## src/include/misc_defines.svh

```systemverilog
`ifndef MISC_DEFINES_SVH
`define MISC_DEFINES_SVH

// word addresses on the register bus.
`define ADR_CTRL        4'h0
`define ADR_SWRESET     4'h1
`define ADR_RGB1        4'h2
`define ADR_RGB2        4'h3
`define ADR_RGB3        4'h4
`define ADR_RGB4        4'h5
`define ADR_CFG_VALUE   4'h6
`define ADR_CFG_REG     4'h7

// reset values.
`define SWRESET_INIT    5'b11111   // all subsystems held in reset.
`define CFG_REG_INIT    5'd7

// configuration port model.
`define CFG_READ_CYCLES 6          // cycles that busy stays high per read.

// answer table, every other register number reads zero.
`define CFG_REG_IDCODE  5'd12
`define CFG_REG_STAT    5'd7
`define CFG_IDCODE      32'h0424_A093
`define CFG_STAT        32'h0000_0E3C

`endif

```

## src/hdl/misc_pkg.sv

```systemverilog
`default_nettype none

package misc_pkg;

   // configuration register number.
   typedef logic [0:4] cfg_reg_t;

   typedef struct packed {
      logic [0:3][0:3] en;       // enable mask per rgb led, led1 first.
      logic [16:29]    unused;
      logic            red;
      logic            green;
   } ctrl_word_t;

   typedef struct packed {
      logic [0:7]  unused;
      logic [0:23] colour;     // red, green, blue bytes.
   } rgb_word_t;

   typedef struct packed {
      logic        busy;
      logic [1:26] unused;
      cfg_reg_t    reg_num;
   } cfg_word_t;

   // sw reset word, bits 29 to 31 read back as ones.
   typedef struct packed {
      logic [0:23] unused;
      logic [0:4]  vec;
      logic [0:2]  ones;
   } swr_word_t;

   // one bus word, decoded by address.
   typedef union packed {
      logic [0:31] raw;
      ctrl_word_t  ctrl;
      rgb_word_t   rgb;
      cfg_word_t   cfg;
      swr_word_t   swr;
   } misc_word_u;

endpackage

`default_nettype wire

```

## src/hdl/mmio_bus_if.sv

```systemverilog
`default_nettype none
`timescale 1ns/1ps

interface mmio_bus_if;
   logic [0:3]  adr;
   logic        cs;
   logic [0:3]  sel;    // byte lanes, only sel[3] qualifies a write.
   logic        we;
   logic [0:31] d;
   logic [0:31] q;      // combinational from adr.

   modport master (
      output adr,
      output cs,
      output sel,
      output we,
      output d,
      input  q
   );

   modport slave (
      input  adr,
      input  cs,
      input  sel,
      input  we,
      input  d,
      output q
   );
endinterface

`default_nettype wire

```

## src/hdl/icap_reader.sv

```systemverilog
`default_nettype none
`timescale 1ns/1ps
`include "misc_defines.svh"

module icap_reader (
   input  logic              clk,
   input  logic              reset,
   input  misc_pkg::cfg_reg_t reg_num,
   input  logic              trigger,
   output logic              busy,
   output logic [0:31]       value
);
   import misc_pkg::*;

   localparam int CNT_W = $clog2(`CFG_READ_CYCLES + 1);

   logic [CNT_W-1:0] count;
   cfg_reg_t         req_reg;   // register number held for the running read.
   logic             done;

   // fixed answers in place of the real configuration port.
   function automatic logic [0:31] answer(input cfg_reg_t r);
      case (r)
         `CFG_REG_IDCODE: answer = `CFG_IDCODE;
         `CFG_REG_STAT:   answer = `CFG_STAT;
         default:         answer = 32'h0;
      endcase
   endfunction

   assign done = busy && (count == '0);

   always_ff @(posedge clk) begin
      if (reset) begin
         busy  <= 1'b0;
         count <= '0;
         value <= '0;
      end else if (busy) begin
         if (done) begin
            busy  <= 1'b0;
            value <= answer(req_reg);
         end else
            count <= count - 1'b1;
      end else if (trigger) begin
         busy  <= 1'b1;
         count <= CNT_W'(`CFG_READ_CYCLES - 1);
      end
   end

   always_ff @(posedge clk) begin
      if (trigger && !busy)
         req_reg <= reg_num;   // triggers during a read are dropped.
   end

   a_value_stable: assert property (
      @(posedge clk) disable iff (reset)
      !done |=> $stable(value)
   );

   a_busy_length: assert property (
      @(posedge clk) disable iff (reset)
      $rose(busy) |-> busy [* `CFG_READ_CYCLES] ##1 !busy
   );

endmodule

`default_nettype wire

```

## src/hdl/misc_regs.sv

```systemverilog
`default_nettype none
`timescale 1ns/1ps
`include "misc_defines.svh"

module misc_regs (
   input  logic        clk,
   input  logic        reset,
   mmio_bus_if.slave   bus,
   input  logic [1:3]  drive_activity,
   output logic        led_red,
   output logic        led_green,
   output logic [0:4]  sw_reset,
   output logic [0:23] led1_rgb,
   output logic [0:23] led2_rgb,
   output logic [0:23] led3_rgb,
   output logic [0:23] led4_rgb
);
   import misc_pkg::*;

   misc_word_u      wr;
   misc_word_u      rd;
   logic            wr_en;
   logic            is_rgb;
   logic [1:0]      rgb_idx;
   logic [0:3][0:3] rgb_en;
   logic [0:23]     rgb_value [0:3];
   logic [0:3][0:23] led_rgb;
   logic [0:23]     status_rgb;
   cfg_reg_t        cfg_reg;
   logic            trigger;
   logic            cfg_busy;
   logic [0:31]     cfg_value;

   assign wr.raw  = bus.d;
   assign wr_en   = bus.cs && bus.we && bus.sel[3];
   assign is_rgb  = (bus.adr >= `ADR_RGB1) && (bus.adr <= `ADR_RGB4);
   assign rgb_idx = 2'(bus.adr - `ADR_RGB1);

   always_ff @(posedge clk) begin
      if (reset) begin
         led_red   <= 1'b0;
         led_green <= 1'b0;
         rgb_en    <= '0;
         sw_reset  <= `SWRESET_INIT;
         cfg_reg   <= `CFG_REG_INIT;
         trigger   <= 1'b0;
      end else begin
         trigger <= 1'b0;
         if (wr_en) begin
            case (bus.adr)
               `ADR_CTRL: begin
                  led_red   <= wr.ctrl.red;
                  led_green <= wr.ctrl.green;
                  rgb_en    <= wr.ctrl.en;
               end
               `ADR_SWRESET: sw_reset <= wr.swr.vec;
               `ADR_CFG_REG: begin
                  cfg_reg <= wr.cfg.reg_num; // updated even while a read runs.
                  trigger <= 1'b1;
               end
               default: ;
            endcase
         end
      end
   end

   always_ff @(posedge clk) begin
      if (wr_en && is_rgb)
         rgb_value[rgb_idx] <= wr.rgb.colour;
   end

   // read data.
   always_comb begin
      rd.raw = '0;
      case (bus.adr)
         `ADR_CTRL: begin
            rd.ctrl.en    = rgb_en;
            rd.ctrl.red   = led_red;
            rd.ctrl.green = led_green;
         end
         `ADR_SWRESET: begin
            rd.swr.vec  = sw_reset;
            rd.swr.ones = 3'b111;
         end
         `ADR_RGB1, `ADR_RGB2, `ADR_RGB3, `ADR_RGB4: rd.rgb.colour = rgb_value[rgb_idx];
         `ADR_CFG_VALUE: rd.raw = cfg_value;
         `ADR_CFG_REG: begin
            rd.cfg.busy    = cfg_busy;
            rd.cfg.reg_num = cfg_reg;
         end
         default: ;
      endcase
   end

   assign bus.q = rd.raw;

   // leds 1 and 2 fall back to the status colour, 3 and 4 to black.
   assign status_rgb = {{8{led_red}}, {8{led_green}}, 8'h00};

   for (genvar i = 0; i < 4; i++) begin : g_led
      logic [0:23] dflt;
      assign dflt       = (i < 2) ? status_rgb : 24'h000000;
      assign led_rgb[i] = |(rgb_en[i] & {1'b1, drive_activity}) ? rgb_value[i] : dflt;
   end

   assign led1_rgb = led_rgb[0];
   assign led2_rgb = led_rgb[1];
   assign led3_rgb = led_rgb[2];
   assign led4_rgb = led_rgb[3];

   icap_reader u_icap (
      .clk     (clk),
      .reset   (reset),
      .reg_num (cfg_reg),
      .trigger (trigger),
      .busy    (cfg_busy),
      .value   (cfg_value)
   );

   a_trigger_after_write: assert property (
      @(posedge clk) disable iff (reset)
      trigger |-> $past(wr_en && (bus.adr == `ADR_CFG_REG))
   );

endmodule

`default_nettype wire

```

## src/hdl/misc_top.sv

```systemverilog
`default_nettype none
`timescale 1ns/1ps

module misc_top (
   input  logic        clk,
   input  logic        reset,
   input  logic [0:3]  adr,
   input  logic        cs,
   input  logic [0:3]  sel,
   input  logic        we,
   input  logic [0:31] d,
   output logic [0:31] q,
   input  logic [1:3]  drive_activity,
   output logic        led_red,
   output logic        led_green,
   output logic [0:4]  sw_reset,
   output logic [0:23] led1_rgb,
   output logic [0:23] led2_rgb,
   output logic [0:23] led3_rgb,
   output logic [0:23] led4_rgb
);

   mmio_bus_if bus ();

   // bus pins into the interface.
   assign bus.adr = adr;
   assign bus.cs  = cs;
   assign bus.sel = sel;
   assign bus.we  = we;
   assign bus.d   = d;
   assign q       = bus.q;

   misc_regs u_regs (
      .clk            (clk),
      .reset          (reset),
      .bus            (bus.slave),
      .drive_activity (drive_activity),
      .led_red        (led_red),
      .led_green      (led_green),
      .sw_reset       (sw_reset),
      .led1_rgb       (led1_rgb),
      .led2_rgb       (led2_rgb),
      .led3_rgb       (led3_rgb),
      .led4_rgb       (led4_rgb)
   );

endmodule

`default_nettype wire

```

## config.mk

```make
export PLATFORM = sky130hd
export DESIGN_NAME = misc_top
export DESIGN_NICKNAME = d
export VERILOG_FILES = /design/src/hdl/misc_pkg.sv /design/src/hdl/mmio_bus_if.sv /design/src/hdl/icap_reader.sv /design/src/hdl/misc_regs.sv /design/src/hdl/misc_top.sv
export VERILOG_INCLUDE_DIRS = /design/src /design/src/include
export SDC_FILE = /design/constraint.sdc
export NUM_CORES = 1
export LEC_CHECK = 0
export ABC_AREA = 1
export BUFFER_PORTS_ARGS = -buffer_cell sky130_fd_sc_hd__buf_4
export CAP_MARGIN = 20
export CORE_UTILIZATION = 53
export DETAILED_ROUTE_END_ITERATION = 10
export PLACE_DENSITY = 0.81
export SYNTH_ARGS = -nofsm -noshare
export SYNTH_HDL_FRONTEND = slang
export SYNTH_SLANG_ARGS = --single-unit
```

## constraint.sdc

```tcl
create_clock -name clk -period 3.9 [get_ports clk]
set_input_delay 0.195 -clock clk [delete_from_list [all_inputs] [get_ports clk]]
set_output_delay 0.195 -clock clk [all_outputs]
set_load 0.05 [all_outputs]
```

## After elaboration in Yosys (flattened, before gate mapping)

Memories as Yosys holds them, arrays and structs flattened.
Cells that the tools add are included.

| storage, ports and cells | value |
|---|---|
| bits in registers | 70 |
| latch bits | 0 |
| bits in writable memories | 96 |
| bits in read-only memories | 0 |
| bits of input ports | 47 |
| output and inout port bits | 135 |
| word-level logic and storage cells | 75 |
| memories kept | 1 |

| operators by class | value |
|---|---|
| $add $sub $neg | 2 |
| multipliers | 0 |
| div/mod/pow operators | 0 |
| order comparisons | 2 |
| equality and inequality tests | 10 |
| shifts and indexed selects | 0 |
| multiplexer cells | 21 |
| bitwise operators | 5 |
| reduce and logical (&&, ||, !) cells | 21 |

Memory list:

| memory | words | width | read ports | clocked after Yosys merged registers in | write ports | RTL line | RTL |
|---|---|---|---|---|---|---|---|
| u_regs.rgb_value | 4 | 24 | 5 | 0 | 1 | misc_regs.sv:26 | `logic [0:23] rgb_value [0:3];` |

Operators by type and width:

| kind | number |
|---|---|
| 24-bit 2-to-1 mux | 4 |
| 27-bit one-hot mux with 2 select lines | 1 |
| 8-bit one-hot mux with 3 select lines | 1 |
| 4-bit OR reduction | 5 |
| 4-bit bitwise AND | 4 |
| 4-bit by 3-bit == test with 1-bit output, second input constant | 4 |
| 8-bit one-hot mux with 2 select lines | 1 |
| 7-bit one-hot mux with 2 select lines | 1 |
| 3-bit one-hot mux with 4 select lines | 1 |
| 2-bit one-hot mux with 5 select lines | 1 |
| 2-bit AND reduction | 5 |
| 3-bit 2-to-1 mux | 3 |
| 3-bit one-hot mux with 3 select lines | 1 |
| 4-bit by 2-bit == test with 1-bit output, second input constant | 2 |
| 1-bit logical AND | 6 |
| 1-bit 2-to-1 mux | 6 |
| 5-bit by 3-bit == test with 1-bit output, second input constant | 1 |
| 5-bit by 4-bit == test with 1-bit output, second input constant | 1 |
| 4-bit by 1-bit == test with 1-bit output, second input constant | 1 |
| 4-bit by 2-bit >= comparator with 1-bit output, second input constant | 1 |
| 4-bit by 3-bit <= comparator with 1-bit output, second input constant | 1 |
| 4-bit logical NOT | 1 |
| 3-bit logical NOT | 1 |
| 1-bit one-hot mux with 3 select lines | 1 |
| other kinds (7) | 7 |

## Depth between registers and ports, before layout

Gate-level depths: netlist of run 1.

| logic depth | value |
|---|---|
| word-level depth | 5 |
| gate-level depth with buffers | 9 |
| gate-level depth less buffers | 8 |

## Cells and area by module

A second synthesis of run 1 with hierarchy kept.

| unflattened totals | value |
|---|---|
| cell total of the unflattened synthesis | 981 |
| area total of the unflattened synthesis | 7399.6 um^2 |

By module, submodules not included:

| module | instances | cells each | area each (um^2) | seq. area each (um^2) |
|---|---|---|---|---|
| misc_regs | 1 | 892 | 6652.6 | 3463.3 |
| icap_reader | 1 | 89 | 747.0 | 290.3 |

## Least setup slack after synthesis of run 1

OpenSTA, ideal clock, no wires.

| timing path | value |
|---|---|
| path type | input-to-reg |
| start point | in adr[1] (netlist name) |
| end point | mem u_regs.rgb_value[0][0] (netlist name) (enable) |
| library setup time | 0.435 ns |
| data arrival time | 2.426 ns |
| required time | 3.465 ns |
| path slack | 1.039 ns |
| stages on the path | 5 |
| path buffers | 0 |
| cells stage by stage | nor2_4 nand2_1 o21ai_1 nand2_1 nor3_1 |

| on the way | value |
|---|---|
| word-level cells in the longest chain between the ends | 5 |
| elaborated cells on any way between the ends | 6 |
| classes of those cells | 2 x order compare; 2 x mux; 2 x reduce/logical |

RTL lines:

| item | RTL line | RTL |
|---|---|---|
| from (decl) | misc_top.sv:7 | `input logic [0:3] adr,` |
| 4-bit by 2-bit >= comparator with 1-bit output (no source line) / 4-bit by 3-bit <= comparator with 1-bit output (equally long branches) | -- |  |
| 1-bit logical AND (*) | misc_regs.sv:36 | `` assign is_rgb = (bus.adr >= `ADR_RGB1) && (bus.adr <= `ADR_RGB4); `` |
| 1-bit logical AND (*) | misc_regs.sv:68 | `if (wr_en && is_rgb)` |
| 1-bit 2-to-1 mux (*) | misc_regs.sv:68 |  |
| 1-bit 2-to-1 mux (not written as such) (*) | misc_regs.sv:69 | `rgb_value[rgb_idx] <= wr.rgb.colour;` |
| to (decl) | misc_regs.sv:26 |  |

Every way passes the cells marked *; elsewhere a longest branch is shown, timed or not.

## Worst setup path in the final report of run 1

| timing path | value |
|---|---|
| start point | reg u_regs.rgb_en[8] (netlist name) |
| end point | out led2_rgb[2] (netlist name) |

| on the way | value |
|---|---|
| word-level cells in the longest chain between the ends | 3 |

RTL lines:

| item | RTL line | RTL |
|---|---|---|
| from (decl) | misc_regs.sv:25 | `logic [0:3][0:3] rgb_en;` |
| from (signal assigned) | misc_regs.sv:54 | `rgb_en <= wr.ctrl.en;` |
| 4-bit bitwise AND | misc_regs.sv:103 | `assign led_rgb[i] = \|(rgb_en[i] & {1'b1, drive_activity}) ? rgb_value[i] : dflt;` |
| 4-bit OR reduction | misc_regs.sv:103 |  |
| 24-bit 2-to-1 mux | misc_regs.sv:103 |  |
| to (decl) | misc_top.sv:18 | `output logic [0:23] led2_rgb,` |

No other way between the ends.

==> run summary, run 1 <==
Status: finished, final reports clean
Rows: 40
Post-Syn Area: 6516 sq um
Clock transition time at the flip-flop clock pins of the worst setup and hold paths: 0.06 ns
TritonCTS clock tree: built
Number of gates resized after CTS: 0
Detailed-route wire length: 18.67 mm
Top fanout value on the critical path: 17
Max transition margin: 0.2534
Synth unique cells: 31
Post-CTS setup repair buffer count: 0
Avg Vias per Cell: 5.340
Drt first pass iters: 8
Number of top-level pins: 182
PD cells: 405.1 nW/um^2
Number of buffers created by CTS: 17
Slew Viols, Final: 0
Cells after synthesis: 767
Number of antenna violations at the first check in global routing: 0
Min Tclk post-route: 2.629 ns
Largest Register: u_regs.rgb_value
CTS H-tree lvls: 4
Clock root buffer master: clkbuf_16
Final net count: 1009
Standby leakage power: 4.296 nW
Flip-flop count of the largest register after layout: 96
Full die area: 12740 sq um
Yosys warns: 0
Wire length of the first global-routing pass: 28.30 mm
Worst EP required: 3.70 ns
Core box area: 12010 sq um
Aggregate global routing overflow: 0
Area Overhead vs Synth: 33.77%
Final setup slack of the worst path: 1.271 ns
Vias in the first global route: 5453
Post-detailed-route wirelength per cell: 16.67 um
Period utilisation layout: 0.6741
Fraction of synthesized area in multiplexers: 0
Y dimension of the die: 112.9 um
Final worst clock skew: 0.002014 ns
Number of clock sinks: 137
Overall routing resource usage: 0.2947
DR iter-0 viols: 550
Worst ir drop on vdd: 0.2946 mV
ANT nets after route: 0
Pin count of the biggest net entering global routing: 30
Unrepaired setup endpoints after global routing: false
Total negative slack for setup checks: 0 ns
Type of destination of the critical path: output pin
Number of fillers in the final layout: 887
Setup slack after placement: 1.482 ns
Regs by FF count: u_regs.rgb_value x96, u_regs.rgb_en x16
HPWL after detailed placement: 12.48 mm
Classification of the worst-slack hold path: in2reg
Startpoint class of the critical path: flop
DR DRC count: 0
Number of hold violations in the final report: 0
Proportion of layout cells with a drive suffix above 1: 0.2518
Achievable clock frequency: 0.3804 GHz
Nets in the synthesized netlist: 816
Max capacitance violation total: 0
Initial Utilization: 0.5425
Routability congestion estimate from global placement: 0.9050
CP arrival: 2.43 ns
Compound-Gate Fraction of Synth Area: 0.07181
Crit path kind: reg2out
Register area share after synthesis: 0.5760
Hold Buf Count CTS: 14
Flip-flop and latch count after synthesis: 137
Post-Synthesis Mean Instance Area: 8.496 sq um
Via total after detailed routing: 5981
Longest Clk Path Bufs: 2
Dominant combinational cell family by area after synthesis: simple AND/OR/NAND/NOR gates
Adder-Cell Fraction of Synth Area: 0.003840
Die extent in x: 112.9 um
Post-Synth XOR/XNOR Area: 0
Number of port buffers: 178
Antenna Diode Count: 0
Source-to-sink clock delay at the later pin of the worst-skew pair: 0.41 ns
Simple logic cell fraction of the synthesized area: 0.2625
Slew at the pin closest to its max-slew limit: 1.120 ns
Count of final setup violators: 0
[where the power goes]
part,switching (mW),total (mW),internal [mW]
logic,0.225,0.326,0.101
clock network,0.608,1.63,1.02
registers,0.00480,1.58,1.57
total,0.838,3.53,2.69
[layout make-up]
| cell class | instances | area (sq um) | share of cell area |
|---|---|---|---|
| multi-input cells | 497 | 2220 | 0.2546 |
| clock inverters | 12 | 136.4 | 0.01565 |
| flip-flops and latches | 137 | 3754 | 0.4306 |
| inverters | 106 | 400.4 | 0.04593 |
| repair buffers | 201 | 1544 | 0.1771 |
| clock buffers | 20 | 479.2 | 0.05497 |
| well taps | 147 | 183.9 | 0.02110 |
[metal layers]
metal | vias to the layer above | wire (um) | GRT usage
met4 | 0 | 523 | 0.1246
met1 | 2738 | 7590 | 0.3931
met3 | 45 | 1728 | 0.04713
li1 | 2832 | - | -
met2 | 366 | 8828 | 0.4823
met5 | - | 0 | 0
[kinds of logic after synthesis]
family          after synthesis
flops                       137
buf+inv                     133
simple gates                406
fa+ha+maj                     2
compound gates               89
[stage by stage]
stage / power [mW] / utilization / hold slack, ns / cells / cell area (sq um)
2_1_floorplan: 1.798 / - / 0.2939 / 767 / 6516
3_5_place_dp: 1.918 / 0.6628 / 0.3989 / 1074 / 7961
4_1_cts: 3.533 / 0.7257 / 0.0005226 / 1120 / 8717
5_1_grt: 3.611 / 0.7257 / 0.001891 / 1120 / 8717
3_3_place_gp: 1.915 / 0.6628 / 0.3958 / 1074 / 7961
6_report: 3.531 / 0.7257 / 0.002775 / 1120 / 8717
[worst paths after layout]
kind / cells after the start / startpoint / to / slack [ns]
worst min register to register: 2 / u_regs.u_icap.count[1] / u_regs.u_icap.count[1] / 0.46
worst min-delay path: 1 / d[24] / u_regs.rgb_value[0][7] / 0.003
worst max register to register: 7 / u_regs.u_icap.count[0] / u_regs.u_icap.value[27] / 2.49
worst max-delay path: 6 / u_regs.rgb_en[8] / led2_rgb[2] / 1.27
[critical path, cell delays in order (launching register included)]
cell	delay, ns
dfxtp_1	0.33
inv_1	0.06
o22ai_2	0.72
nor2_2	0.32
nand2_2	0.27
nand2_1	0.12
buf_4	0.20
[Yosys cell counts (all sizes together)]
cell type	instances	area, sq um
nor2	152	645.6
edfxtp	101	3033
o21ai	59	295.3
clkbuf	9	36.29
nand4	13	81.33
and3	3	18.77
o211ai	1	7.510
ha	2	25.02
clkinv	1	3.750
buf	18	122.6
dfxtp	36	720.7
nand2	217	858.3
nor3	3	15.01
or2	1	6.260
a21oi	23	115.1
inv	105	396.6
o22ai	6	50.04
nand3	17	85.08
[placed cells by master, fill, tap and decap left out, types with 2 or more instances in the layout]
| cell | synthesis | final |
|---|---|---|
| nand2_1 | 209 | 209 |
| buf_4 | 3 | 187 |
| nor2_1 | 143 | 140 |
| inv_1 | 103 | 103 |
| edfxtp_1 | 101 | 101 |
| o21ai_0 | 54 | 54 |
| dfxtp_1 | 36 | 36 |
| a21oi_1 | 23 | 23 |
| clkbuf_16 | 0 | 19 |
| nand3_1 | 17 | 17 |
| dlygate4sd3_1 | 0 | 14 |
| nand4_1 | 13 | 13 |
| clkinvlp_4 | 0 | 6 |
| nor2_4 | 5 | 5 |
| nand2_2 | 5 | 5 |
| nor2_2 | 2 | 5 |
| o21ai_1 | 5 | 4 |
| o22ai_1 | 4 | 4 |
| and3_1 | 3 | 3 |
| nor2_8 | 2 | 2 |
| nand2_4 | 2 | 2 |
| o22ai_2 | 2 | 2 |
| nor3_1 | 3 | 2 |
| ha_1 | 2 | 2 |
| bufinv_16 | 0 | 2 |
| inv_6 | 0 | 2 |
Power figures use the tool's default switching activity.
==> run 2: changes to the inputs <==
- CORE_UTILIZATION: 53 -> 47
- PLACE_DENSITY: 0.81 -> 0.76
- clock period: 3.9 -> 2.3 ns (I/O delays scaled with it)
==> run summary, run 2 (synthesis gave the netlist of run 1 again) <==
Antenna Diode Count: 0 (unchanged)
DR iter-0 viols: 447 (was 550)
Flip-flop count of the largest register after layout: 96 (unchanged)
Die extent in x: 119.7 um (was 112.9 um)
CTS H-tree lvls: 4 (unchanged)
Vias in the first global route: 5836 (was 5453)
Number of clock sinks: 137 (unchanged)
Met2 usage in global routing: 0.4552 (was 0.4823)
PD cells: 653.4 nW/um^2 (was 405.1 nW/um^2)
Most used routing layer: met2 (unchanged)
Final worst clock skew: 0.006985 ns (was 0.002014 ns)
R2R Setup Slk: 0.90 ns (was 2.49 ns)
Clock root buffer master: clkbuf_16 (unchanged)
Area Overhead vs Synth: 38.69% (was 33.77%)
Detailed-route wire length: 19.82 mm (was 18.67 mm)
Family with the most delay on the worst path: buffers and inverters (was compound AO/OA/AOI/OAI gates)
Buffers and inverters on the worst path: 3 (was 2)
Number of hold violations in the final report: 0 (unchanged)
Slew Viols, Final: 0 (unchanged)
Unrepaired setup endpoints after global routing: false (unchanged)
Worst hold slack after final layout: 0.2238 ns (was 0.002775 ns)
Top fanout value on the critical path: 10 (was 17)
Y dimension of the die: 119.7 um (was 112.9 um)
Startpoint class of the critical path: flop (unchanged)
Most common cell after layout, fill and taps aside: nand2_1 (unchanged)
Crit path cell chain: inv_1 -> o21ai_1 -> nor2_2 -> buf_4 -> nand2_2 -> nand2_1 -> buf_4 (was inv_1 -> o22ai_2 -> nor2_2 -> nand2_2 -> nand2_1 -> buf_4)
Biggest cell delay along the critical path: 0.34 ns (was 0.72 ns)
Commonest cells after routing, fill and taps aside: 209 x nand2_1, 203 x buf_4, 140 x nor2_1, 103 x inv_1, 101 x edfxtp_1 (was 209 x nand2_1, 187 x buf_4, 140 x nor2_1, 103 x inv_1, 101 x edfxtp_1)
Crit-path most repeated cell: buf_4
Full die area: 14340 sq um (was 12740 sq um)
Number of antenna violations at the first check in global routing: 0 (unchanged)
Number of port buffers: 178 (unchanged)
Slew at the pin closest to its max-slew limit: 0.8283 ns (was 1.120 ns)
Rows: 42 (was 40)
Source-to-sink clock delay at the later pin of the worst-skew pair: 0.42 ns (was 0.41 ns)
Switching power: 1.435 mW (was 0.8375 mW)
Initial Utilization: 0.4863 (was 0.5425)
Post-CTS setup repair buffer count: 0 (unchanged)
Clock transition time at the flip-flop clock pins of the worst setup and hold paths: 0.06 ns (about the same)
Classification of the worst-slack hold path: in2reg (unchanged)
Wire length of the first global-routing pass: 30.23 mm (was 28.30 mm)
Avg Vias per Cell: 5.131 (was 5.340)
Worst ir drop on vdd: 0.4647 mV (was 0.2946 mV)
Via total after detailed routing: 6075 (was 5981)
DR DRC count: 0 (unchanged)
Number of top-level pins: 182 (unchanged)
Status: finished, final reports clean (unchanged)
Standby leakage power: 4.462 nW (was 4.296 nW)
Routability congestion estimate from global placement: 0.8458 (was 0.9050)
Count of final setup violators: 0 (unchanged)
ANT nets after route: 0 (unchanged)
Min Tclk post-route: 1.964 ns
Longest Clk Path Bufs: 2 (unchanged)
Period utilisation layout: 0.8538
Pin count of the biggest net entering global routing: 30 (unchanged)
Achievable clock frequency: 0.5092 GHz
CP max-delay cell: dfxtp_1 (was o22ai_2)
Type of destination of the critical path: output pin (unchanged)
Total negative slack for setup checks: 0 ns (unchanged)
Internal cell power: 4.470 mW (was 2.693 mW)
Fraction of power consumed by the clock network: 0.447 (was 0.461)
Regs by FF count: u_regs.rgb_value x96, u_regs.rgb_en x16 (unchanged)
Proportion of layout cells with a drive suffix above 1: 0.2569 (was 0.2518)
Number of fillers in the final layout: 1103 (was 887)
CP arrival: 1.85 ns (was 2.43 ns)
Largest Register: u_regs.rgb_value (unchanged)
Worst EP required: 2.18 ns (was 3.70 ns)
Max capacitance violation total: 0 (unchanged)
Overall routing resource usage: 0.2807 (was 0.2947)
Aggregate global routing overflow: 0 (unchanged)
Max transition margin: 0.4472 (was 0.2534)
Sequential fraction of design power: 0.453 (was 0.446)
Crit path kind: reg2out (unchanged)
TritonCTS clock tree: built (unchanged)
Switching Share: 0.2430 (was 0.2372)
Final net count: 1044 (was 1009)
Drt first pass iters: 5 (was 8)
Core box area: 13400 sq um (was 12010 sq um)
HPWL after detailed placement: 13.32 mm (was 12.48 mm)
Post-detailed-route wirelength per cell: 16.74 um (was 16.67 um)
Proportion of power drawn by combinational gates: 0.101 (was 0.092)
Met3 usage: 0.05608 (was 0.04713)
Met1 track utilization from global routing: 0.3609 (was 0.3931)
Number of buffers created by CTS: 17 (unchanged)
-- run 2: changes by cell type in the layout (fill, tap and decap cells not counted), sizes merged --
cell         previous run  this run
dlygate4sd3            14        33
bufinv                  2         0
clkinvlp                6         1
inv                   107       106
clkbuf                 20        24
buf                   187       203
clkinv                  3         7
-- run 2: final cells by class --
type	count	area [sq um]	area share
clock inverter	8	57.56	0.006369
sequential	137	3754	0.4153
multi-input combinational	497	2226	0.2463
tap	176	220.2	0.02437
inverter	106	400.4	0.04430
timing repair buffer	236	1854	0.2052
clock buffer	24	525.5	0.05815
-- run 2: worst paths after layout --
path	from	to	depth (start not counted)
max	u_regs.rgb_en[14]	led1_rgb[5]	7
min	adr[1]	u_regs.sw_reset[1]	6
max reg2reg	u_regs.u_icap.count[0]	u_regs.u_icap.value[20]	7
min reg2reg	u_regs.cfg_reg[4]	u_regs.u_icap.req_reg[4]	0
-- run 2: per-stage QoR --
step	setup slack (ns)	power [mW]	area [sq um]	cells	utilization
3_5_place_dp	0.5961	3.267	8124	1119	0.6063
5_1_grt	0.2404	6.062	9037	1184	0.6744
6_report	0.3362	5.905	9037	1184	0.6744
4_1_cts	0.3379	5.915	9037	1184	0.6744
2_1_floorplan	0.1725	3.049	6521	767	-
3_3_place_gp	0.6047	3.262	8124	1119	0.6063
-- run 2: repair_timing --
item	CTS	global route
hold endpoints to repair	127	0
hold buffers	33	0
resized for setup	0	0
-- run 2: layer usage --
| layer | wire (um) | part of all wire |
|---|---|---|
| met1 | 8250 | 0.42 |
| met2 | 9547 | 0.48 |
| met3 | 1583 | 0.080 |
| met4 | 433 | 0.022 |
| met5 | 0 | 0 |
-- run 2: power groups by stage --
| stage | registers (mW) | clock network (mW) | logic (mW) |
|---|---|---|---|
| finish | 2.67 | 2.64 | 0.594 |
| CTS | 2.67 | 2.65 | 0.591 |
| detailed placement | 2.72 | 0 | 0.543 |
| floorplan | 2.73 | 0 | 0.323 |
| global placement | 2.72 | 0 | 0.538 |
| global route | 2.67 | 2.76 | 0.627 |
-- run 2: tightest hold or removal path, stage by stage --
cell	delay (ns)
buf_4	0.11
nor2_4	0.06
nand2_4	0.11
nor2_4	0.06
nand2_1	0.06
nand3_1	0.07
==> run 3: changes to the inputs <==
- CORE_UTILIZATION: 47 -> 32
- PLACE_DENSITY: 0.76 -> not set
==> run summary, run 3 (synthesis gave the netlist of run 1 again) <==
Setup slack after placement: 0.5124 ns (was 0.5961 ns)
Final setup slack of the worst path: 0.2932 ns (was 0.3362 ns)
Overall routing resource usage: 0.2105 (was 0.2807)
Biggest cell delay along the critical path: 0.32 ns (was 0.34 ns)
Post-CTS setup repair buffer count: 0 (unchanged)
Standby leakage power: 4.471 nW (was 4.462 nW)
Number of buffers created by CTS: 17 (unchanged)
Status: finished, final reports clean (unchanged)
Proportion of layout cells with a drive suffix above 1: 0.2572 (was 0.2569)
CTS H-tree lvls: 4 (unchanged)
Reg-to-reg startpoint: u_regs.u_icap.count[0] (unchanged)
End point of the most critical hold path: u_regs.sw_reset[3] (was u_regs.sw_reset[1])
Launch instance of the worst min-delay path: adr[1] (unchanged)
Startpoint class of the critical path: flop (unchanged)
DR iter-0 viols: 456 (was 447)
Worst ir drop on vdd: 0.5394 mV (was 0.4647 mV)
Type of destination of the critical path: output pin (unchanged)
Flip-flop count of the largest register after layout: 96 (unchanged)
Crit-path most repeated cell: buf_4 (unchanged)
PD cells: 662.0 nW/um^2 (was 653.4 nW/um^2)
Clock root buffer master: clkbuf_16 (unchanged)
Count of final setup violators: 0 (unchanged)
Total number of cells along the worst setup path: 7 (unchanged)
Commonest cells after routing, fill and taps aside: 209 x nand2_1, 200 x buf_4, 140 x nor2_1, 103 x inv_1, 101 x edfxtp_1 (was 209 x nand2_1, 203 x buf_4, 140 x nor2_1, 103 x inv_1, 101 x edfxtp_1)
TritonCTS clock tree: built (unchanged)
Crit path kind: reg2out (unchanged)
Unrepaired setup endpoints after global routing: false (unchanged)
Buffers and inverters on the worst path: 3 (unchanged)
Aggregate global routing overflow: 0 (unchanged)
Vias in the first global route: 5525 (was 5836)
Number of gates resized after CTS: 0 (unchanged)
Pin count of the biggest net entering global routing: 30 (unchanged)
Number of clock sinks: 137 (unchanged)
Rows: 51 (was 42)
R2R Setup Slk: 0.86 ns (was 0.90 ns)
Y dimension of the die: 144.7 um (was 119.7 um)
Achievable clock frequency: 0.4983 GHz (was 0.5092 GHz)
Largest Register: u_regs.rgb_value (unchanged)
Most common cell after layout, fill and taps aside: nand2_1 (unchanged)
Top fanout value on the critical path: 9 (was 10)
CP max-delay cell: dfxtp_1 (unchanged)
Classification of the worst-slack hold path: in2reg (unchanged)
Avg Vias per Cell: 4.631 (was 5.131)
Source-to-sink clock delay at the later pin of the worst-skew pair: 0.41 ns (was 0.42 ns)
Family with the most delay on the worst path: buffers and inverters (unchanged)
Endpoint of the lowest-slack register-to-register path: u_regs.u_icap.count[1] (was u_regs.u_icap.value[20])
Full die area: 20940 sq um (was 14340 sq um)
CP arrival: 1.89 ns (was 1.85 ns)
Min Tclk post-route: 2.007 ns (was 1.964 ns)
Number of top-level pins: 182 (unchanged)
Routability congestion estimate from global placement: 0.8176 (was 0.8458)
Core box area: 19720 sq um (was 13400 sq um)
Die extent in x: 144.7 um (was 119.7 um)
Antenna Diode Count: 0 (unchanged)
Period utilisation layout: 0.8725 (was 0.8538)
DR DRC count: 0 (unchanged)
Drt first pass iters: 5 (unchanged)
Post-detailed-route wirelength per cell: 16.89 um (was 16.74 um)
HPWL after detailed placement: 15.27 mm (was 13.32 mm)
Via total after detailed routing: 5890 (was 6075)
Launching element of the worst setup path: u_regs.rgb_en[8] (was u_regs.rgb_en[14])
Total negative slack for setup checks: 0 ns (unchanged)
Max capacitance violation total: 0 (unchanged)
Wire length of the first global-routing pass: 31.84 mm (was 30.23 mm)
Area Overhead vs Synth: 41.17% (was 38.69%)
Slew at the pin closest to its max-slew limit: 0.8459 ns (was 0.8283 ns)
Number of hold violations in the final report: 0 (unchanged)
Longest Clk Path Bufs: 2 (unchanged)
Post-Route Utilization: 0.4665 (was 0.6744)
Slew Viols, Final: 0 (unchanged)
Number of antenna violations at the first check in global routing: 0 (unchanged)
Regs by FF count: u_regs.rgb_value x96, u_regs.rgb_en x16 (unchanged)
Detailed-route wire length: 21.49 mm (was 19.82 mm)
Final worst clock skew: 0.004791 ns (was 0.006985 ns)
Register-to-Register Path Depth: 8 (was 7)
Initial Utilization: 0.3305 (was 0.4863)
Max transition margin: 0.4354 (was 0.4472)
Number of port buffers: 178 (unchanged)
Crit path cell chain: inv_1 -> o22ai_2 -> nor2_2 -> buf_4 -> nand2_2 -> nand2_1 -> buf_4 (was inv_1 -> o21ai_1 -> nor2_2 -> buf_4 -> nand2_2 -> nand2_1 -> buf_4)
Final net count: 1043 (was 1044)
Hold Crit Depth: 6 (unchanged)
ANT nets after route: 0 (unchanged)
Clock transition time at the flip-flop clock pins of the worst setup and hold paths: 0.06 ns (about the same)
Overall power after layout: 6.090 mW (was 5.905 mW)
Worst EP required: 2.18 ns (about the same)
run 3: cell types whose count changed in the layout (fill, tap and decap cells not counted):
cell        before  now
clkinv_4         3    0
clkinv_1         1    3
buf_12           0    1
clkbuf_1         3    0
inv_6            1    0
clkbuf_8         1    0
clkinv_2         3    5
clkinvlp_4       1    4
buf_4          203  200
bufinv_16        0    4
buf_16           0    1
clkbuf_16       20   17
run 3: through the flow:
stage	cell area (sq um)	std cells	hold slack, ns
after global routing	9199	1272	0.2276
final	9199	1272	0.2076
after detailed placement	8260	1207	0.3237
after floorplan	6521	767	0.2139
after global placement	8233	1206	0.3206
after CTS	9199	1272	0.1883
run 3: power by group:
group | total, mW | internal (mW) | switching [mW]
Combinational | 0.602 | 0.204 | 0.398
Clock | 2.81 | 1.79 | 1.02
Sequential | 2.67 | 2.66 | 0.00812
run 3: routing by layer:
metal | share of wire | vias up | track usage
li1 | - | 2910 | -
met1 | 0.46 | 2753 | 0.2819
met2 | 0.47 | 209 | 0.3484
met3 | 0.054 | 18 | 0.03093
met4 | 0.015 | 0 | 0.06925
met5 | 0 | - | 0
run 3: worst max path at each step:
| stage | to | slack [ns] |
|---|---|---|
| floorplan | u_regs.rgb_value[1][0] | 0.17 |
| global placement | led4_rgb[21] | 0.37 |
| detailed placement | u_regs.rgb_value[3][16] | 0.51 |
| CTS | led2_rgb[9] | 0.29 |
| global route | led2_rgb[11] | 0.20 |
| finish | led2_rgb[9] | 0.29 |
run 3: final cells by class:
| class | count | area [sq um] |
|---|---|---|
| multi-input combinational | 497 | 2226 |
| clock inverter | 15 | 182.7 |
| fill | 1918 | 10520 |
| inverter | 106 | 400.4 |
| clock buffer | 17 | 425.4 |
| sequential | 137 | 3754 |
| tap | 265 | 331.6 |
| timing repair buffer | 235 | 1879 |
run 3: worst min-delay path: cells and delay by family:
family | cells | cell delay (ns)
buf+inv | 1 | 0.10
simple gates | 5 | 0.36
run 3: timing repair:
| item | CTS | global route |
|---|---|---|
| hold buffers | 33 | 0 |
| endpoints found under the hold margin | 130 | 0 |
| endpoints found under the setup margin | 0 | 0 |
